File: src/logic/zx_ports_params.svh
/* port map, bus widths and reset values of the Spectrum I/O block.
   fixed by the platform; only the low address byte is listed per port */

`ifndef ZX_PORTS_PARAMS_SVH
`define ZX_PORTS_PARAMS_SVH

//////////////////////////////////////////////////////////////////////
// bus widths
//////////////////////////////////////////////////////////////////////

`define ZXP_DATA_W      8       // z80 data bus
`define ZXP_ADDR_W      16      // full i/o address
`define ZXP_BORDER_W    4       // border colour incl. bright
`define ZXP_PAGE_W      6       // pentagon-1m page number

//////////////////////////////////////////////////////////////////////
// low address byte of each port
//////////////////////////////////////////////////////////////////////

`define ZXP_PORT_FE     8'hFE   // border, beeper, keyboard
`define ZXP_PORT_FD     8'hFD   // #7FFD paging, needs a15 low
`define ZXP_PORT_F7     8'hF7   // #EFF7 ext paging
`define ZXP_PORT_BF     8'hBF   // config
`define ZXP_PORT_BE     8'hBE   // config readback
`define ZXP_PORT_KJOY   8'h1F   // kempston joystick
`define ZXP_PORT_MOUSE  8'hDF   // kempston mouse
`define ZXP_PORT_SAV1   8'h2F   // shadow scratch
`define ZXP_PORT_SAV2   8'h4F
`define ZXP_PORT_SAV3   8'h6F
`define ZXP_PORT_SAV4   8'h8F

// #BE readback selectors on a[11:8]
`define ZXP_BE_SEL_7FFD 4'hA
`define ZXP_BE_SEL_EFF7 4'hB

//////////////////////////////////////////////////////////////////////
// reset values and idle data
//////////////////////////////////////////////////////////////////////

`define ZXP_BORDER_RST  4'h0
`define ZXP_P7FFD_RST   8'h00   // bit 4 (rom) too, no rom select here
`define ZXP_PEFF7_RST   8'h00
`define ZXP_SAV_RST     8'h00
`define ZXP_IDLE_BYTE   8'hFF   // floating bus read

`endif

File: src/logic/zx_ports_pkg.sv
/* shared types of the Spectrum I/O block.
   widths come from the params header */

`include "zx_ports_params.svh"

package zx_ports_pkg;

	//////////////////////////////////////////////////////////////////////
	// bus and register types
	//////////////////////////////////////////////////////////////////////

	typedef logic [`ZXP_DATA_W-1:0]   zx_data_t;    // one data byte
	typedef logic [`ZXP_ADDR_W-1:0]   zx_addr_t;    // full i/o address
	typedef logic [`ZXP_BORDER_W-1:0] zx_border_t;  // {bright, grb}
	typedef logic [`ZXP_PAGE_W-1:0]   zx_page_t;    // 1m page
	typedef logic [1:0]               zx_sav_idx_t; // scratch index, a[6:5]

	//////////////////////////////////////////////////////////////////////
	// decoded port select
	//////////////////////////////////////////////////////////////////////

	// one value per kept port; PS_NONE when nothing in here answers
	typedef enum logic [3:0]
	{
		PS_NONE  = 4'd0,
		PS_FE    = 4'd1,  // border / keys
		PS_7FFD  = 4'd2,  // 128k paging
		PS_EFF7  = 4'd3,  // 1m paging, non-shadow only
		PS_BF    = 4'd4,  // config
		PS_BE    = 4'd5,  // readback
		PS_KJOY  = 4'd6,  // joystick, non-shadow only
		PS_MOUSE = 4'd7,
		PS_SAV   = 4'd8   // shadow-only scratch
	} port_sel_e;

endpackage

File: src/logic/z80_io_if.sv
/* strobed z80 i/o access plus decoded port select, shared inside the block.
   addr and data are only valid while the z80 cycle is on */

`timescale 1ns/100ps

interface z80_io_if;

	logic                   wr_stb;  // one zclk per z80 write cycle
	logic                   rd_stb;  // one zclk per z80 read cycle
	zx_ports_pkg::zx_addr_t addr;    // straight from the pins
	zx_ports_pkg::zx_data_t data;    // write data from the pins
	zx_ports_pkg::port_sel_e sel;    // decoded port
	logic                   shadow;  // dos or shadow_en

	// bus side, makes the strobes
	modport sync
	(
		output wr_stb,
		output rd_stb,
		output addr,
		output data
	);

	// address to port select
	modport decode
	(
		input  addr,
		input  shadow,
		output sel
	);

	// write side, owns the shadow state
	modport regs
	(
		input  wr_stb,
		input  addr,
		input  data,
		input  sel,
		output shadow
	);

	// read mux
	modport read
	(
		input  addr,
		input  sel
	);

endinterface

File: src/logic/z80_io_sync.sv
/* turns z80 i/o cycles into single zclk strobes.
   bus pins must already be zclk-synchronous; rd and wr both low counts as write */

`timescale 1ns/100ps

module z80_io_sync
(
	input  logic                   zclk,
	input  logic                   rst_n,
	input  logic                   iorq_n,
	input  logic                   rd_n,
	input  logic                   wr_n,
	input  zx_ports_pkg::zx_addr_t a,
	input  zx_ports_pkg::zx_data_t din,
	z80_io_if.sync                 io
);

	logic wr_act;    // i/o write level, combinational
	logic rd_act;    // i/o read level
	logic wr_act_q;  // level seen on previous edge
	logic rd_act_q;

	assign wr_act = ~(iorq_n | wr_n);
	assign rd_act = ~(iorq_n | rd_n);

	// address and data go through untouched, stable during the cycle
	assign io.addr = a;
	assign io.data = din;

	//////////////////////////////////////////////////////////////////////
	// edge detect
	//////////////////////////////////////////////////////////////////////

	always_ff @(posedge zclk or negedge rst_n)
	begin
		if (!rst_n)
		begin
			wr_act_q  <= 1'b0;
			rd_act_q  <= 1'b0;
			io.wr_stb <= 1'b0;
			io.rd_stb <= 1'b0;
		end
		else
		begin
			wr_act_q  <= wr_act;
			rd_act_q  <= rd_act;
			io.wr_stb <= wr_act & ~wr_act_q;            // first edge of the level
			io.rd_stb <= rd_act & ~rd_act_q & ~wr_act;  // write wins a bad overlap
		end
	end

	// level has to drop (iorq_n high) before the next strobe

	//////////////////////////////////////////////////////////////////////
	// checks
	//////////////////////////////////////////////////////////////////////

	// strobes are one cycle wide
	a_stb_single: assert property (@(posedge zclk) disable iff (!rst_n)
		(io.wr_stb || io.rd_stb) |=> !(io.wr_stb || io.rd_stb));

endmodule

File: src/logic/zx_port_decode.sv
/* maps the low address byte plus shadow mode onto one port select.
   #FFFD/#BFFD (ay) and all dropped ports decode to PS_NONE */

`timescale 1ns/100ps

`include "zx_ports_params.svh"

module zx_port_decode
(
	z80_io_if.decode io
);

	zx_ports_pkg::zx_data_t loa;  // low address byte

	assign loa = io.addr[7:0];

	//////////////////////////////////////////////////////////////////////
	// port map
	//////////////////////////////////////////////////////////////////////

	always_comb
	begin
		io.sel = zx_ports_pkg::PS_NONE;
		case (loa)
			`ZXP_PORT_FE:
				io.sel = zx_ports_pkg::PS_FE;
			`ZXP_PORT_FD:
			begin
				if (!io.addr[15])  // 7FFD only, a15 high is ay
					io.sel = zx_ports_pkg::PS_7FFD;
			end
			`ZXP_PORT_F7:
			begin
				// EFF7 pattern, gone in shadow mode
				if (io.addr[8] && !io.addr[12] && !io.shadow)
					io.sel = zx_ports_pkg::PS_EFF7;
			end
			`ZXP_PORT_BF:
				io.sel = zx_ports_pkg::PS_BF;
			`ZXP_PORT_BE:
				io.sel = zx_ports_pkg::PS_BE;
			`ZXP_PORT_KJOY:
			begin
				if (!io.shadow)  // #1F is vg93 cmd in shadow
					io.sel = zx_ports_pkg::PS_KJOY;
			end
			`ZXP_PORT_MOUSE:
				io.sel = zx_ports_pkg::PS_MOUSE;
			`ZXP_PORT_SAV1, `ZXP_PORT_SAV2, `ZXP_PORT_SAV3, `ZXP_PORT_SAV4:
			begin
				if (io.shadow)  // dos-only scratch
					io.sel = zx_ports_pkg::PS_SAV;
			end
			default:
				io.sel = zx_ports_pkg::PS_NONE;
		endcase
	end

endmodule

File: src/logic/zx_port_regs.sv
/* writable port registers, updated on the edge that ends wr_stb.
   #7FFD is frozen while its bit 5 and #EFF7 bit 2 are both set */

`timescale 1ns/100ps

`include "zx_ports_params.svh"

module zx_port_regs
(
	input  logic                     zclk,
	input  logic                     rst_n,
	input  logic                     dos,
	z80_io_if.regs                   io,
	output zx_ports_pkg::zx_border_t border,
	output zx_ports_pkg::zx_data_t   p7ffd,
	output zx_ports_pkg::zx_data_t   peff7,
	output zx_ports_pkg::zx_page_t   pent1m_page,
	output logic                     romrw_en,
	output logic                     set_nmi,
	output zx_ports_pkg::zx_data_t   sav_rd,
	output zx_ports_pkg::zx_data_t   p7ffd_raw,
	output zx_ports_pkg::zx_data_t   peff7_raw,
	output logic [3:0]               cfg_bits    // #BF readback
);

	zx_ports_pkg::zx_data_t    p7ffd_q;  // 2..0 page, 3 screen, 4 rom, 5 48k lock, 7..6 1m
	zx_ports_pkg::zx_data_t    peff7_q;  // 2 block1m, rest passed out
	logic                      shadow_en;
	logic                      fnt_en;   // font ram write enable
	zx_ports_pkg::zx_data_t    sav_q [4];
	zx_ports_pkg::zx_sav_idx_t sav_idx;
	logic                      block1m;
	logic                      lock7ffd;

	assign block1m  = peff7_q[2];
	assign lock7ffd = p7ffd_q[5] & block1m;  // 48k lock, only in 128k mode
	assign sav_idx  = io.addr[6:5];          // 2F/4F/6F/8F -> 1/2/3/0

	//////////////////////////////////////////////////////////////////////
	// register writes
	//////////////////////////////////////////////////////////////////////

	always_ff @(posedge zclk or negedge rst_n)
	begin
		if (!rst_n)
		begin
			border    <= `ZXP_BORDER_RST;
			p7ffd_q   <= `ZXP_P7FFD_RST;
			peff7_q   <= `ZXP_PEFF7_RST;
			shadow_en <= 1'b0;
			romrw_en  <= 1'b0;
			fnt_en    <= 1'b0;
			set_nmi   <= 1'b0;
			for (int i = 0; i < 4; i++)
				sav_q[i] <= `ZXP_SAV_RST;
		end
		else if (io.wr_stb)
		begin
			case (io.sel)
				zx_ports_pkg::PS_FE:
					border <= {~io.addr[3], io.data[2:0]};  // bright from a3, inverted
				zx_ports_pkg::PS_7FFD:
				begin
					if (!lock7ffd)
						p7ffd_q <= io.data;
				end
				zx_ports_pkg::PS_EFF7:
					peff7_q <= io.data;
				zx_ports_pkg::PS_BF:
				begin
					shadow_en <= io.data[0];
					romrw_en  <= io.data[1];
					fnt_en    <= io.data[2];
					set_nmi   <= io.data[3];
				end
				zx_ports_pkg::PS_SAV:
					sav_q[sav_idx] <= io.data;  // decode already checked shadow
				default:
				begin
					// read-only or foreign port, nothing stored
				end
			endcase
		end
	end

	//////////////////////////////////////////////////////////////////////
	// derived outputs
	//////////////////////////////////////////////////////////////////////

	assign io.shadow   = dos | shadow_en;
	assign pent1m_page = {p7ffd_q[7:5], p7ffd_q[2:0]};

	// 128k mode hides the 1m bits
	assign p7ffd = {(block1m ? 3'b000 : p7ffd_q[7:5]), p7ffd_q[4:0]};
	assign peff7 = block1m ?
		{peff7_q[7], 1'b0, peff7_q[5], peff7_q[4], 3'b000, peff7_q[0]} : peff7_q;

	assign p7ffd_raw = p7ffd_q;
	assign peff7_raw = peff7_q;
	assign sav_rd    = sav_q[sav_idx];
	assign cfg_bits  = {set_nmi, fnt_en, romrw_en, shadow_en};

	//////////////////////////////////////////////////////////////////////
	// checks
	//////////////////////////////////////////////////////////////////////

	// scratch writes only ever arrive in shadow mode
	a_sav_shadow: assert property (@(posedge zclk) disable iff (!rst_n)
		(io.wr_stb && io.sel == zx_ports_pkg::PS_SAV) |-> io.shadow);

endmodule

File: src/logic/zx_port_read.sv
/* combinational read data, answered within the z80 cycle.
   #BE only reads back 7FFD (a[11:8]=A) and EFF7 (B), others give #FF */

`timescale 1ns/100ps

`include "zx_ports_params.svh"

module zx_port_read
(
	z80_io_if.read                 io,
	input  logic                   iorq_n,
	input  logic                   rd_n,
	input  logic [4:0]             keys_in,    // active low keys
	input  logic [4:0]             kj_in,      // kempston bits
	input  logic                   tape_read,
	input  zx_ports_pkg::zx_data_t mus_in,
	input  zx_ports_pkg::zx_data_t p7ffd_raw,
	input  zx_ports_pkg::zx_data_t peff7_raw,
	input  zx_ports_pkg::zx_data_t sav_rd,
	input  logic [3:0]             cfg_bits,   // {nmi, font, romrw, shadow}
	output zx_ports_pkg::zx_data_t dout,
	output logic                   porthit,
	output logic                   dataout
);

	zx_ports_pkg::zx_data_t be_mux;  // #BE readback byte

	//////////////////////////////////////////////////////////////////////
	// #BE selector
	//////////////////////////////////////////////////////////////////////

	always_comb
	begin
		case (io.addr[11:8])
			`ZXP_BE_SEL_7FFD: be_mux = p7ffd_raw;  // unmasked, lock bits included
			`ZXP_BE_SEL_EFF7: be_mux = peff7_raw;
			default:          be_mux = `ZXP_IDLE_BYTE;
		endcase
	end

	//////////////////////////////////////////////////////////////////////
	// read mux
	//////////////////////////////////////////////////////////////////////

	always_comb
	begin
		case (io.sel)
			zx_ports_pkg::PS_FE:    dout = {1'b1, tape_read, 1'b0, keys_in};
			zx_ports_pkg::PS_KJOY:  dout = {3'b000, kj_in};
			zx_ports_pkg::PS_MOUSE: dout = mus_in;
			zx_ports_pkg::PS_BF:    dout = {4'b0000, cfg_bits};
			zx_ports_pkg::PS_BE:    dout = be_mux;
			zx_ports_pkg::PS_SAV:   dout = sav_rd;
			default:                dout = `ZXP_IDLE_BYTE;  // write-only 7FFD/EFF7 too
		endcase
	end

	// any decoded port counts, even write-only ones
	assign porthit = (io.sel != zx_ports_pkg::PS_NONE);
	assign dataout = porthit & ~iorq_n & ~rd_n;  // drive bus only on our reads

endmodule

File: src/logic/zx_ports_top.sv
/* port-decoding core of the i/o block, everything on zclk.
   no ay, ide, sd or atm ports; their addresses read as not hit */

`timescale 1ns/100ps

module zx_ports_top
(
	input  logic                     zclk,
	input  logic                     rst_n,
	input  zx_ports_pkg::zx_addr_t   a,
	input  zx_ports_pkg::zx_data_t   din,
	input  logic                     iorq_n,
	input  logic                     rd_n,
	input  logic                     wr_n,
	input  logic                     dos,
	input  logic [4:0]               keys_in,
	input  logic [4:0]               kj_in,
	input  zx_ports_pkg::zx_data_t   mus_in,
	input  logic                     tape_read,
	output zx_ports_pkg::zx_data_t   dout,
	output logic                     dataout,
	output logic                     porthit,
	output zx_ports_pkg::zx_border_t border,
	output zx_ports_pkg::zx_data_t   p7ffd,
	output zx_ports_pkg::zx_data_t   peff7,
	output zx_ports_pkg::zx_page_t   pent1m_page,
	output logic                     romrw_en,
	output logic                     set_nmi
);

	zx_ports_pkg::zx_data_t sav_rd;     // scratch byte at current address
	zx_ports_pkg::zx_data_t p7ffd_raw;  // unmasked, for #BE
	zx_ports_pkg::zx_data_t peff7_raw;
	logic [3:0]             cfg_bits;   // #BF readback

	z80_io_if io();

	z80_io_sync u_sync (.zclk(zclk), .rst_n(rst_n), .iorq_n(iorq_n), .rd_n(rd_n),
		.wr_n(wr_n), .a(a), .din(din), .io(io.sync));

	zx_port_decode u_decode (.io(io.decode));

	zx_port_regs u_regs (.zclk(zclk), .rst_n(rst_n), .dos(dos), .io(io.regs),
		.border(border), .p7ffd(p7ffd), .peff7(peff7), .pent1m_page(pent1m_page),
		.romrw_en(romrw_en), .set_nmi(set_nmi), .sav_rd(sav_rd),
		.p7ffd_raw(p7ffd_raw), .peff7_raw(peff7_raw), .cfg_bits(cfg_bits));

	zx_port_read u_read (.io(io.read), .iorq_n(iorq_n), .rd_n(rd_n),
		.keys_in(keys_in), .kj_in(kj_in), .tape_read(tape_read), .mus_in(mus_in),
		.p7ffd_raw(p7ffd_raw), .peff7_raw(peff7_raw), .sav_rd(sav_rd),
		.cfg_bits(cfg_bits), .dout(dout), .porthit(porthit), .dataout(dataout));

endmodule

File: config.mk
export PLATFORM = sky130hd
export DESIGN_NAME = zx_ports_top
export DESIGN_NICKNAME = d
export VERILOG_FILES = /design/src/logic/zx_ports_pkg.sv /design/src/logic/z80_io_if.sv /design/src/logic/z80_io_sync.sv /design/src/logic/zx_port_decode.sv /design/src/logic/zx_port_regs.sv /design/src/logic/zx_port_read.sv /design/src/logic/zx_ports_top.sv
export VERILOG_INCLUDE_DIRS = /design/src /design/src/logic
export SDC_FILE = /design/constraint.sdc
export NUM_CORES = 1
export LEC_CHECK = 0
export BUFFER_PORTS_ARGS = -buffer_cell sky130_fd_sc_hd__buf_4
export CAP_MARGIN = 15
export CORE_MARGIN = 3
export CORE_UTILIZATION = 30
export CTS_BUF_LIST = sky130_fd_sc_hd__clkbuf_16
export CTS_CLUSTER_DIAMETER = 80
export CTS_CLUSTER_SIZE = 10
export DETAILED_ROUTE_END_ITERATION = 7
export GPL_TIMING_DRIVEN = 0
export HOLD_SLACK_MARGIN = 0.15
export PLACE_DENSITY_LB_ADDON = 0.08
export SLEW_MARGIN = 20
export SYNTH_ARGS = -nofsm -noshare
export SYNTH_HDL_FRONTEND = slang
export SYNTH_HIERARCHICAL = 1
export SYNTH_SLANG_ARGS = --single-unit
File: constraint.sdc
create_clock -name zclk -period 6.4 [get_ports zclk]
set_input_delay 1.28 -clock zclk [delete_from_list [all_inputs] [get_ports zclk]]
set_output_delay 1.28 -clock zclk [all_outputs]
set_load 0.02 [all_outputs]
## Word-level counts from Yosys, hierarchy flattened

Index checks and enable logic that the tools add are counted.
W data, S select, Z words.

- Flip-flop bits (word level): 58
- Bits in latches: 0
- RAM bits: 0
- Memory bits (read-only): 0
- Bits of input ports: 49
- Output and inout port bits: 38
- Word-level logic and storage cells: 76
- Memories: 0

- Add/sub/neg operators: 0
- $mul: 0
- Div/mod/pow operators: 0
- Order comparisons: 2
- Equality and inequality tests: 21
- Shift-type cells: 0
- Multiplexer cells: 15
- Bitwise logic cells: 13
- Reduce and logical (&&, ||, !) cells: 12

Operator list:

| operator | number |
|---|---|
| $eq A8 B8 Y1 const B | 7 |
| $pmux W8 S6 | 1 |
| $bwmux W32 | 1 |
| $pmux W4 S8 | 1 |
| $mux W8 | 3 |
| $bmux W8 S2 | 1 |
| $demux W8 S2 | 1 |
| $eq A4 B3 Y1 const B | 4 |
| $eq A8 B7 Y1 const B | 2 |
| $pmux W8 S2 | 1 |
| $eq A4 B4 Y1 const B | 3 |
| $eq A4 B2 Y1 const B | 2 |
| $eq A8 B5 Y1 const B | 1 |
| $eq A8 B6 Y1 const B | 1 |
| $reduce_and A2 Y1 | 4 |
| $mux W7 | 1 |
| $mux W3 | 2 |
| $not A1 Y1 | 6 |
| $and A1 B1 Y1 | 4 |
| $eq A4 B1 Y1 const B | 1 |
| $mux W2 | 2 |
| $mux W4 | 1 |
| $reduce_bool A4 Y1 | 1 |
| $reduce_or A4 Y1 | 1 |
| other kinds (7) | 11 |

## Longest topological paths before layout

Gate-level depths: netlist of the first run.

- Word-level depth: 8
- Gate-level depth with buffers: 10

## Cells and area by module

Netlist of the first run, hierarchy kept.

By module, submodules not included:

| module | times used | cells an instance | area an instance (µm²) | seq. area each (µm²) |
|---|---|---|---|---|
| zx_port_regs | 1 | 167 | 2632.5 | 1401.3 |
| zx_port_read | 1 | 92 | 618.1 | 0.0 |
| z80_io_sync | 1 | 32 | 307.8 | 100.1 |
| zx_port_decode | 1 | 24 | 166.4 | 0.0 |

## Least setup slack after synthesis of the first run

OpenSTA, ideal clock, no wires.

- Kind: input port to output port
- Start: input port dos
- End: output port dout[5]
- Data arrival time: 3.556 ns
- Required time: 5.120 ns
- Setup slack: 1.564 ns
- Cell stages on the path: 8
- Path through: or2_2 nor4b_4 nand3_1 a21oi_1 buf_6 buf_2 nor3_1 o32ai_1

- Word-level cells in the longest chain between the ends: 7
- Elaborated cells between the ends (all ways): 14
- Classes of those cells: 6 x eq/ne; 5 x mux; 1 x bitwise; 2 x reduce/logical

RTL lines:

| item | RTL line | source |
|---|---|---|
| from (decl) | zx_ports_top.sv:15 | `input logic dos,` |
| $or A1 B1 Y1 * | zx_port_regs.sv:90 | `assign io.shadow = dos \| shadow_en;` |
| $logic_not A1 Y1 * | zx_port_decode.sv:35 | `if (io.addr[8] && !io.addr[12] && !io.shadow)` |
| $logic_and A1 B1 Y1 * | zx_port_decode.sv:35 |  |
| $mux W2 * | zx_port_decode.sv:35 |  |
| $pmux W4 S8 * | zx_port_decode.sv:24 | `case (loa)` |
| net io.sel[0] | z80_io_if.sv:12 | `zx_ports_pkg::port_sel_e sel;` |
| $eq A4 B4 Y1, or another cell as far along | zx_port_read.sv:47 | `case (io.sel)` |
| $pmux W8 S6 * | zx_port_read.sv:47 |  |
| to (decl) | zx_ports_top.sv:20 | `output zx_ports_pkg::zx_data_t dout,` |

The timed path passes the listed nets; every way through them passes the cells marked *.

## Final worst setup path of the first run

- Start: input port dos
- End: output port dout[3]

- Word-level cells in the longest chain between the ends: 7
- Elaborated cells between the ends (all ways): 14
- Classes of those cells: 6 x eq/ne; 5 x mux; 1 x bitwise; 2 x reduce/logical

RTL lines:

| item | RTL line | source |
|---|---|---|
| $or A1 B1 Y1 * | zx_port_regs.sv:90 |  |
| net io.shadow | z80_io_if.sv:13 | `logic shadow;` |
| $logic_not A1 Y1 * | zx_port_decode.sv:35 |  |
| $logic_and A1 B1 Y1 * | zx_port_decode.sv:35 |  |
| $mux W2 * | zx_port_decode.sv:35 |  |
| $pmux W4 S8 * | zx_port_decode.sv:24 |  |
| net io.sel[0] | z80_io_if.sv:12 |  |
| $eq A4 B4 Y1, or another cell as far along | zx_port_read.sv:47 |  |
| $pmux W8 S6 * | zx_port_read.sv:47 |  |

Marked as above.

==> metrics, run 1 <==
Clock Pin Slew Worst Setup and Hold Paths roughly 0.05 ns; total chip power 0.885 mW; worst-case vdd ir drop 0.107 mV; power per cell area 196 nW/µm²; cts-stage hold buffer count 0; cell internal power dissipation 0.679 mW; die boundary width 116 µm; final worst-path cycle share 0.832; final hold vios 0; endpoint kind of the worst setup timing path primary output; Resized cells post-CTS 0; leakage dissipation about 2.2 nW; clock buffer count from CTS 9; H-tree depth reported by CTS 3; Placement Setup Slack 1.06 ns; reg-to-reg slack, setup roughly 3.4 ns; first-pass GRT wire length 15000 µm; via/cell ratio 4.89; Starting DRT DRC Count 116; net count after synthesis 358; via count of the first global-routing pass 2697; Final min period ~5.3 ns; Final Routed Wirelength ~9500 µm; maximum clock path buffer count 2; delay-heaviest family, CP compound AO/OA/AOI/OAI gates; initial core utilization 0.312; sink of the worst hold path u_sync/io.wr_stb$_DFF_PN0_; post-placement cell area ~4300 µm²; final antenna diode count 0; die height about 120 µm; Crit path largest cell delay 0.86 ns; utilization after layout 0.388; number of sinks handled by clock tree synthesis 58; Clock Latency Late Sink 0.31 ns; final setup slack of the worst path between 1 and 1.5 ns; Worst Path Buf+Inv 4; num rows 39; FF-to-FF path depth 8; initial antenna violation count 0; Slew headroom 0.253; crit path launch type primary input; highest clock frequency the design can meet 188 MHz; die outline area 13500 µm²; slowest library cell on the worst path a21oi_1; detailed-route via count roughly 2600; arrival time reported for the critical path endpoint between 4 and 5 ns; FF-to-FF End u_regs/sav_q[4]$_DFFE_PN0P_; final-report setup violation count 0; final number of max-transition violations 0; final weighted congestion of routability-driven global placement ~0.8; startpoint of the lowest-slack hold path u_sync/wr_act_q$_DFF_PN0_; outcome finished, final reports clean; cell count after placement 513; First-pass DRT Iterations 4; post-CTS setup buffer count 0; actual transition at the worst max-transition pin 1.12 ns; biggest fanout along the worst timing path 10; number of I/O pins 87; clock skew after layout 0.00580 ns; ordered list of cells on the worst path buf_4 > or2_2 > nor4b_4 > nand3_1 > a21oi_1 > buf_6 > buf_2 > nand3b_1 > a21oi_1 > a211oi_1 > nand2_1 > buf_4; cell area after synthesis between 3000 and 4000 µm²; Residual DRC 0; Sum Neg Setup Slack 0 ns; Gate Count Post-Synth 309; worst hold path class flop to flop; tightest hold margin ~0.41 ns; Psw about 0.21 mW; proportion of power drawn by combinational gates 0.114; routed wire length per instance 18.0 µm; All-Layer GR Usage 0.146; total overflow reported by the global router 0; Core Region 11700 µm²; worst r2r src u_regs/shadow_en$_DFFE_PN0P_; clock network fraction of design power 0.455; Finished Layout Cells 527; count of input and output buffers 61; synthesis-to-finish area growth 24.3%; fraction of final layout cells with drive strength greater than 1 0.534; startpoint-to-endpoint class of the critical path primary input to primary output; Syn. warnings 6; Final Net Count 430; post-route antenna net violation count 0; pin count of the biggest net entering global routing 59; Syn Area/Cell 11.8 µm²; unrepaired setup endpoints after global routing false; count of maximum capacitance violations 0; area of all placed cells without fillers ~4500 µm²; Seq pwr share 0.431; hold depth 1; Required @ worst endpoint slightly above 5 ns; Net Sw Frac 0.233; CTS tree yes; Root Driver clkbuf_16; Post-DP HPWL 7030 µm
## power by group through the flow
stage	sequential (mW)	combinational [mW]	clock, mW
6_report	0.382	0.101	0.402
5_1_grt	0.383	0.111	0.434
4_1_cts	0.382	0.103	0.417
3_5_place_dp	0.388	0.103	0
3_3_place_gp	0.388	0.103	0
2_1_floorplan	0.390	0.0563	0
## routing by layer
layer | routed length (µm) | share of wire | global-route usage | vias to the layer above
li1 | - | - | - | 1224
met2 | 4590 | 0.48 | 0.239 | 70
met4 | 44 | 0.0046 | 0.0394 | 0
met1 | 4450 | 0.47 | 0.198 | 1282
met5 | 0 | 0 | 0 | -
met3 | 422 | 0.044 | 0.0301 | 2
## state kept, by name, summed over array words and instances (netlist names)
name and cells:
u_regs/sav_q 32, u_regs/p7ffd_raw 8, u_regs/peff7_raw 8, u_regs/border 4
u_regs/fnt_en 1, u_regs/romrw_en 1, u_regs/set_nmi 1, u_regs/shadow_en 1
u_sync/io.wr_stb 1, u_sync/wr_act_q 1
## final cells by class
type                       count  area [µm²]
buffer                        55         418
clock inverter                 5        23.8
tap                          143         179
clock buffer                   9         225
inverter                       2        7.51
timing repair buffer          61         458
fill                        1172        7140
sequential                    58        1450
multi-input combinational    194        1760
## worst max-delay path by stage
stage               from       to  cells after the start  slack [ns]
floorplan            dos  dout[5]                      8        1.56
global placement     dos  dout[3]                     12        1.04
detailed placement   dos  dout[5]                     10        1.06
CTS                  dos  dout[3]                     12        1.05
global route         dos  dout[5]                     10        0.86
finish               dos  dout[3]                     12        1.08
## cell usage in the layout (no fill, tap or decap), types with 2 or more instances in the layout
master,instances
nand2_1,11
nand4b_2,2
mux2_4,8
nor3b_1,2
or2_2,2
clkinv_1,3
nor3_1,3
buf_6,6
a21oi_1,19
nand2b_1,4
mux2_2,48
inv_1,2
and3_1,2
a211oi_1,5
nor2b_1,10
buf_2,4
nand3b_1,8
nor4b_4,2
nand3_1,4
nand4b_1,3
o2bb2ai_1,2
clkbuf_16,9
a21o_1,3
dfrtp_1,58
and4_1,2
mux2i_1,7
buf_4,104
o21ai_1,2
nor2_1,8
o211ai_1,4
and3b_1,2
mux4_2,8
o21ai_0,3
(Power assumes the default switching activity.)
==> run 2: changes to the inputs <==
==> constraint.sdc (replaced) <==
create_clock -name zclk -period 4.4 [get_ports zclk]
set_input_delay 0.88 -clock zclk [delete_from_list [all_inputs] [get_ports zclk]]
set_output_delay 0.88 -clock zclk [all_outputs]
set_load 0.02 [all_outputs]
==> metrics, run 2 (synthesis gave the netlist of run 1 again) <==
FF-to-FF path depth 8 (unchanged); detailed-route via count 2549 (was 2578); final antenna diode count 0 (unchanged); clock buffer count from CTS 9 (unchanged); pin count of the biggest net entering global routing 59 (unchanged); Clock Latency Late Sink 0.31 ns (about the same); Final min period around 4.2 ns; first-pass GRT wire length 15000 µm (about the same); highest-count cells in the layout ignoring fill and taps buf_4, dfrtp_1, mux2_2, a21oi_1, nand2_1 (unchanged); total chip power 1.29 mW (was 0.885 mW); power per cell area 284 nW/µm² (was 196 nW/µm²); startpoint of the lowest-slack hold path u_sync/wr_act_q$_DFF_PN0_ (unchanged); leakage dissipation 2.21 nW (about the same); die outline area 13500 µm² (unchanged); Slew headroom 0.459 (was 0.253); post-route antenna net violation count 0 (unchanged); most flop-heavy register u_regs/sav_q (unchanged); total overflow reported by the global router 0 (unchanged); arrival time reported for the critical path endpoint 3.28 ns (was 4.04 ns); unrepaired setup endpoints after global routing false (unchanged); Clock Pin Slew Worst Setup and Hold Paths 0.05 ns (about the same); biggest fanout along the worst timing path 10 (unchanged); initial core utilization 0.312 (unchanged); via count of the first global-routing pass 2700 (was 2697); routed wire length per instance 18.0 µm (about the same); final weighted congestion of routability-driven global placement 0.791 (unchanged); die boundary width 116 µm (unchanged); actual transition at the worst max-transition pin 0.812 ns (was 1.12 ns); endpoint kind of the worst setup timing path primary output (unchanged); Post-DP HPWL 7030 µm (unchanged); final number of max-transition violations 0 (unchanged); reg-to-reg slack, setup 1.68 ns (was 3.38 ns); fill count 1172 (unchanged); First-pass DRT Iterations 4 (unchanged); final hold vios 0 (unchanged); final worst-path cycle share 0.946; count of input and output buffers 61 (unchanged); Final Routed Wirelength 9510 µm (was 9500 µm); final setup slack of the worst path 0.236 ns (was 1.08 ns); Required @ worst endpoint 3.52 ns (was 5.12 ns); Core Region 11700 µm² (unchanged); area taken by flip-flops and latches 1450 µm² (unchanged); FF-to-FF End u_regs/sav_q[21]$_DFFE_PN0P_ (was u_regs/sav_q[4]$_DFFE_PN0P_); via/cell ratio 4.84 (was 4.89); Residual DRC 0 (unchanged); CTS tree yes (unchanged); Root Driver clkbuf_16 (unchanged); highest clock frequency the design can meet 240 MHz; num rows 39 (unchanged); number of sinks handled by clock tree synthesis 58 (unchanged); All-Layer GR Usage 0.146 (about the same); die height 116 µm (unchanged); most common cell after layout, fill and taps aside buf_4 (unchanged); synthesis-to-finish area growth 24.8% (was 24.3%); fraction of final layout cells with drive strength greater than 1 0.536 (was 0.534); startpoint-to-endpoint class of the critical path primary input to primary output (unchanged); number of flip-flops under the largest register name 32 (unchanged); maximum clock path buffer count 2 (unchanged); area of combinational cells with multiple inputs 1780 µm² (was 1760 µm²); worst r2r src u_regs/shadow_en$_DFFE_PN0P_ (unchanged); outcome finished, final reports clean (unchanged); H-tree depth reported by CTS 3 (unchanged); Final Net Count 430 (unchanged); sink of the worst hold path u_sync/io.wr_stb$_DFF_PN0_ (unchanged); worst hold path class flop to flop (unchanged); worst-case vdd ir drop 0.158 mV (was 0.107 mV); final-report setup violation count 0 (unchanged); clock skew after layout 0.00754 ns (was 0.00580 ns); Starting DRT DRC Count 114 (was 116); number of I/O pins 87 (unchanged); initial antenna violation count 0 (unchanged); hold depth 1 (unchanged); cts-stage hold buffer count 0 (unchanged); count of maximum capacitance violations 0 (unchanged); Placement Setup Slack -0.138 ns (was 1.06 ns); crit path launch type primary input (unchanged)
[run 2: metrics by stage]
| stage | hold slack [ns] | setup TNS [ns] | cell area, µm² | util | cells |
|---|---|---|---|---|---|
| after floorplan | 0.383 | 0 | 3640 | - | 309 |
| final | 0.405 | 0 | 4550 | 0.390 | 527 |
| after detailed placement | 0.399 | -0.631 | 4280 | 0.367 | 513 |
| after global placement | 0.391 | -0.743 | 4280 | 0.367 | 513 |
| after global routing | 0.441 | 0 | 4550 | 0.390 | 527 |
| after CTS | 0.406 | 0 | 4530 | 0.388 | 527 |
[run 2: layer usage]
metal / wire [µm] / track usage / up-vias
met5: 0 / 0 / -
met2: 4540 / 0.239 / 63
met1: 4500 / 0.198 / 1259
met4: 46 / 0.0394 / 0
li1: - / - / 1225
met3: 426 / 0.0301 / 2
[run 2: worst max-delay path by stage]
stage | start | endpoint | slack [ns] | depth (start not counted)
after global placement | dos | dout[3] | -0.16 | 12
after floorplan | dos | dout[5] | 0.36 | 8
after detailed placement | dos | dout[5] | -0.14 | 10
after global routing | dos | dout[6] | 0.02 | 11
after CTS | dos | dout[0] | 0.10 | 10
final | dos | dout[2] | 0.24 | 11
[run 2: final cells by class]
cell class	count	share of cell area
buffer	55	0.0919
clock buffer	9	0.0495
clock inverter	5	0.00523
inverter	2	0.00165
multi-input combinational	194	0.392
sequential	58	0.319
tap	143	0.0394
timing repair buffer	61	0.101
[run 2: worst max-delay path, stage by stage]
cell and delay (ns):
buf_4 0.10, or2_2 0.32, nor3_1 0.14, o21ai_1 0.15
a21oi_1 0.66, buf_2 0.35, nand3b_1 0.14, a21oi_1 0.09
a211oi_1 0.21, nand2_1 0.08, buf_4 0.16
[run 2: where the power goes]
part	total (mW)	switching, mW	leakage (nW)	internal, mW
sequential	0.555	0.00860	0.800	0.546
combinational	0.148	0.0726	1.29	0.0754
clock	0.586	0.220	0.120	0.366
[run 2: timing repair]
action                                  CTS  global route
endpoints found under the setup margin    7             6
setup buffers                             0             0
gates resized for setup                   1             2
endpoints found under the hold margin     0             0
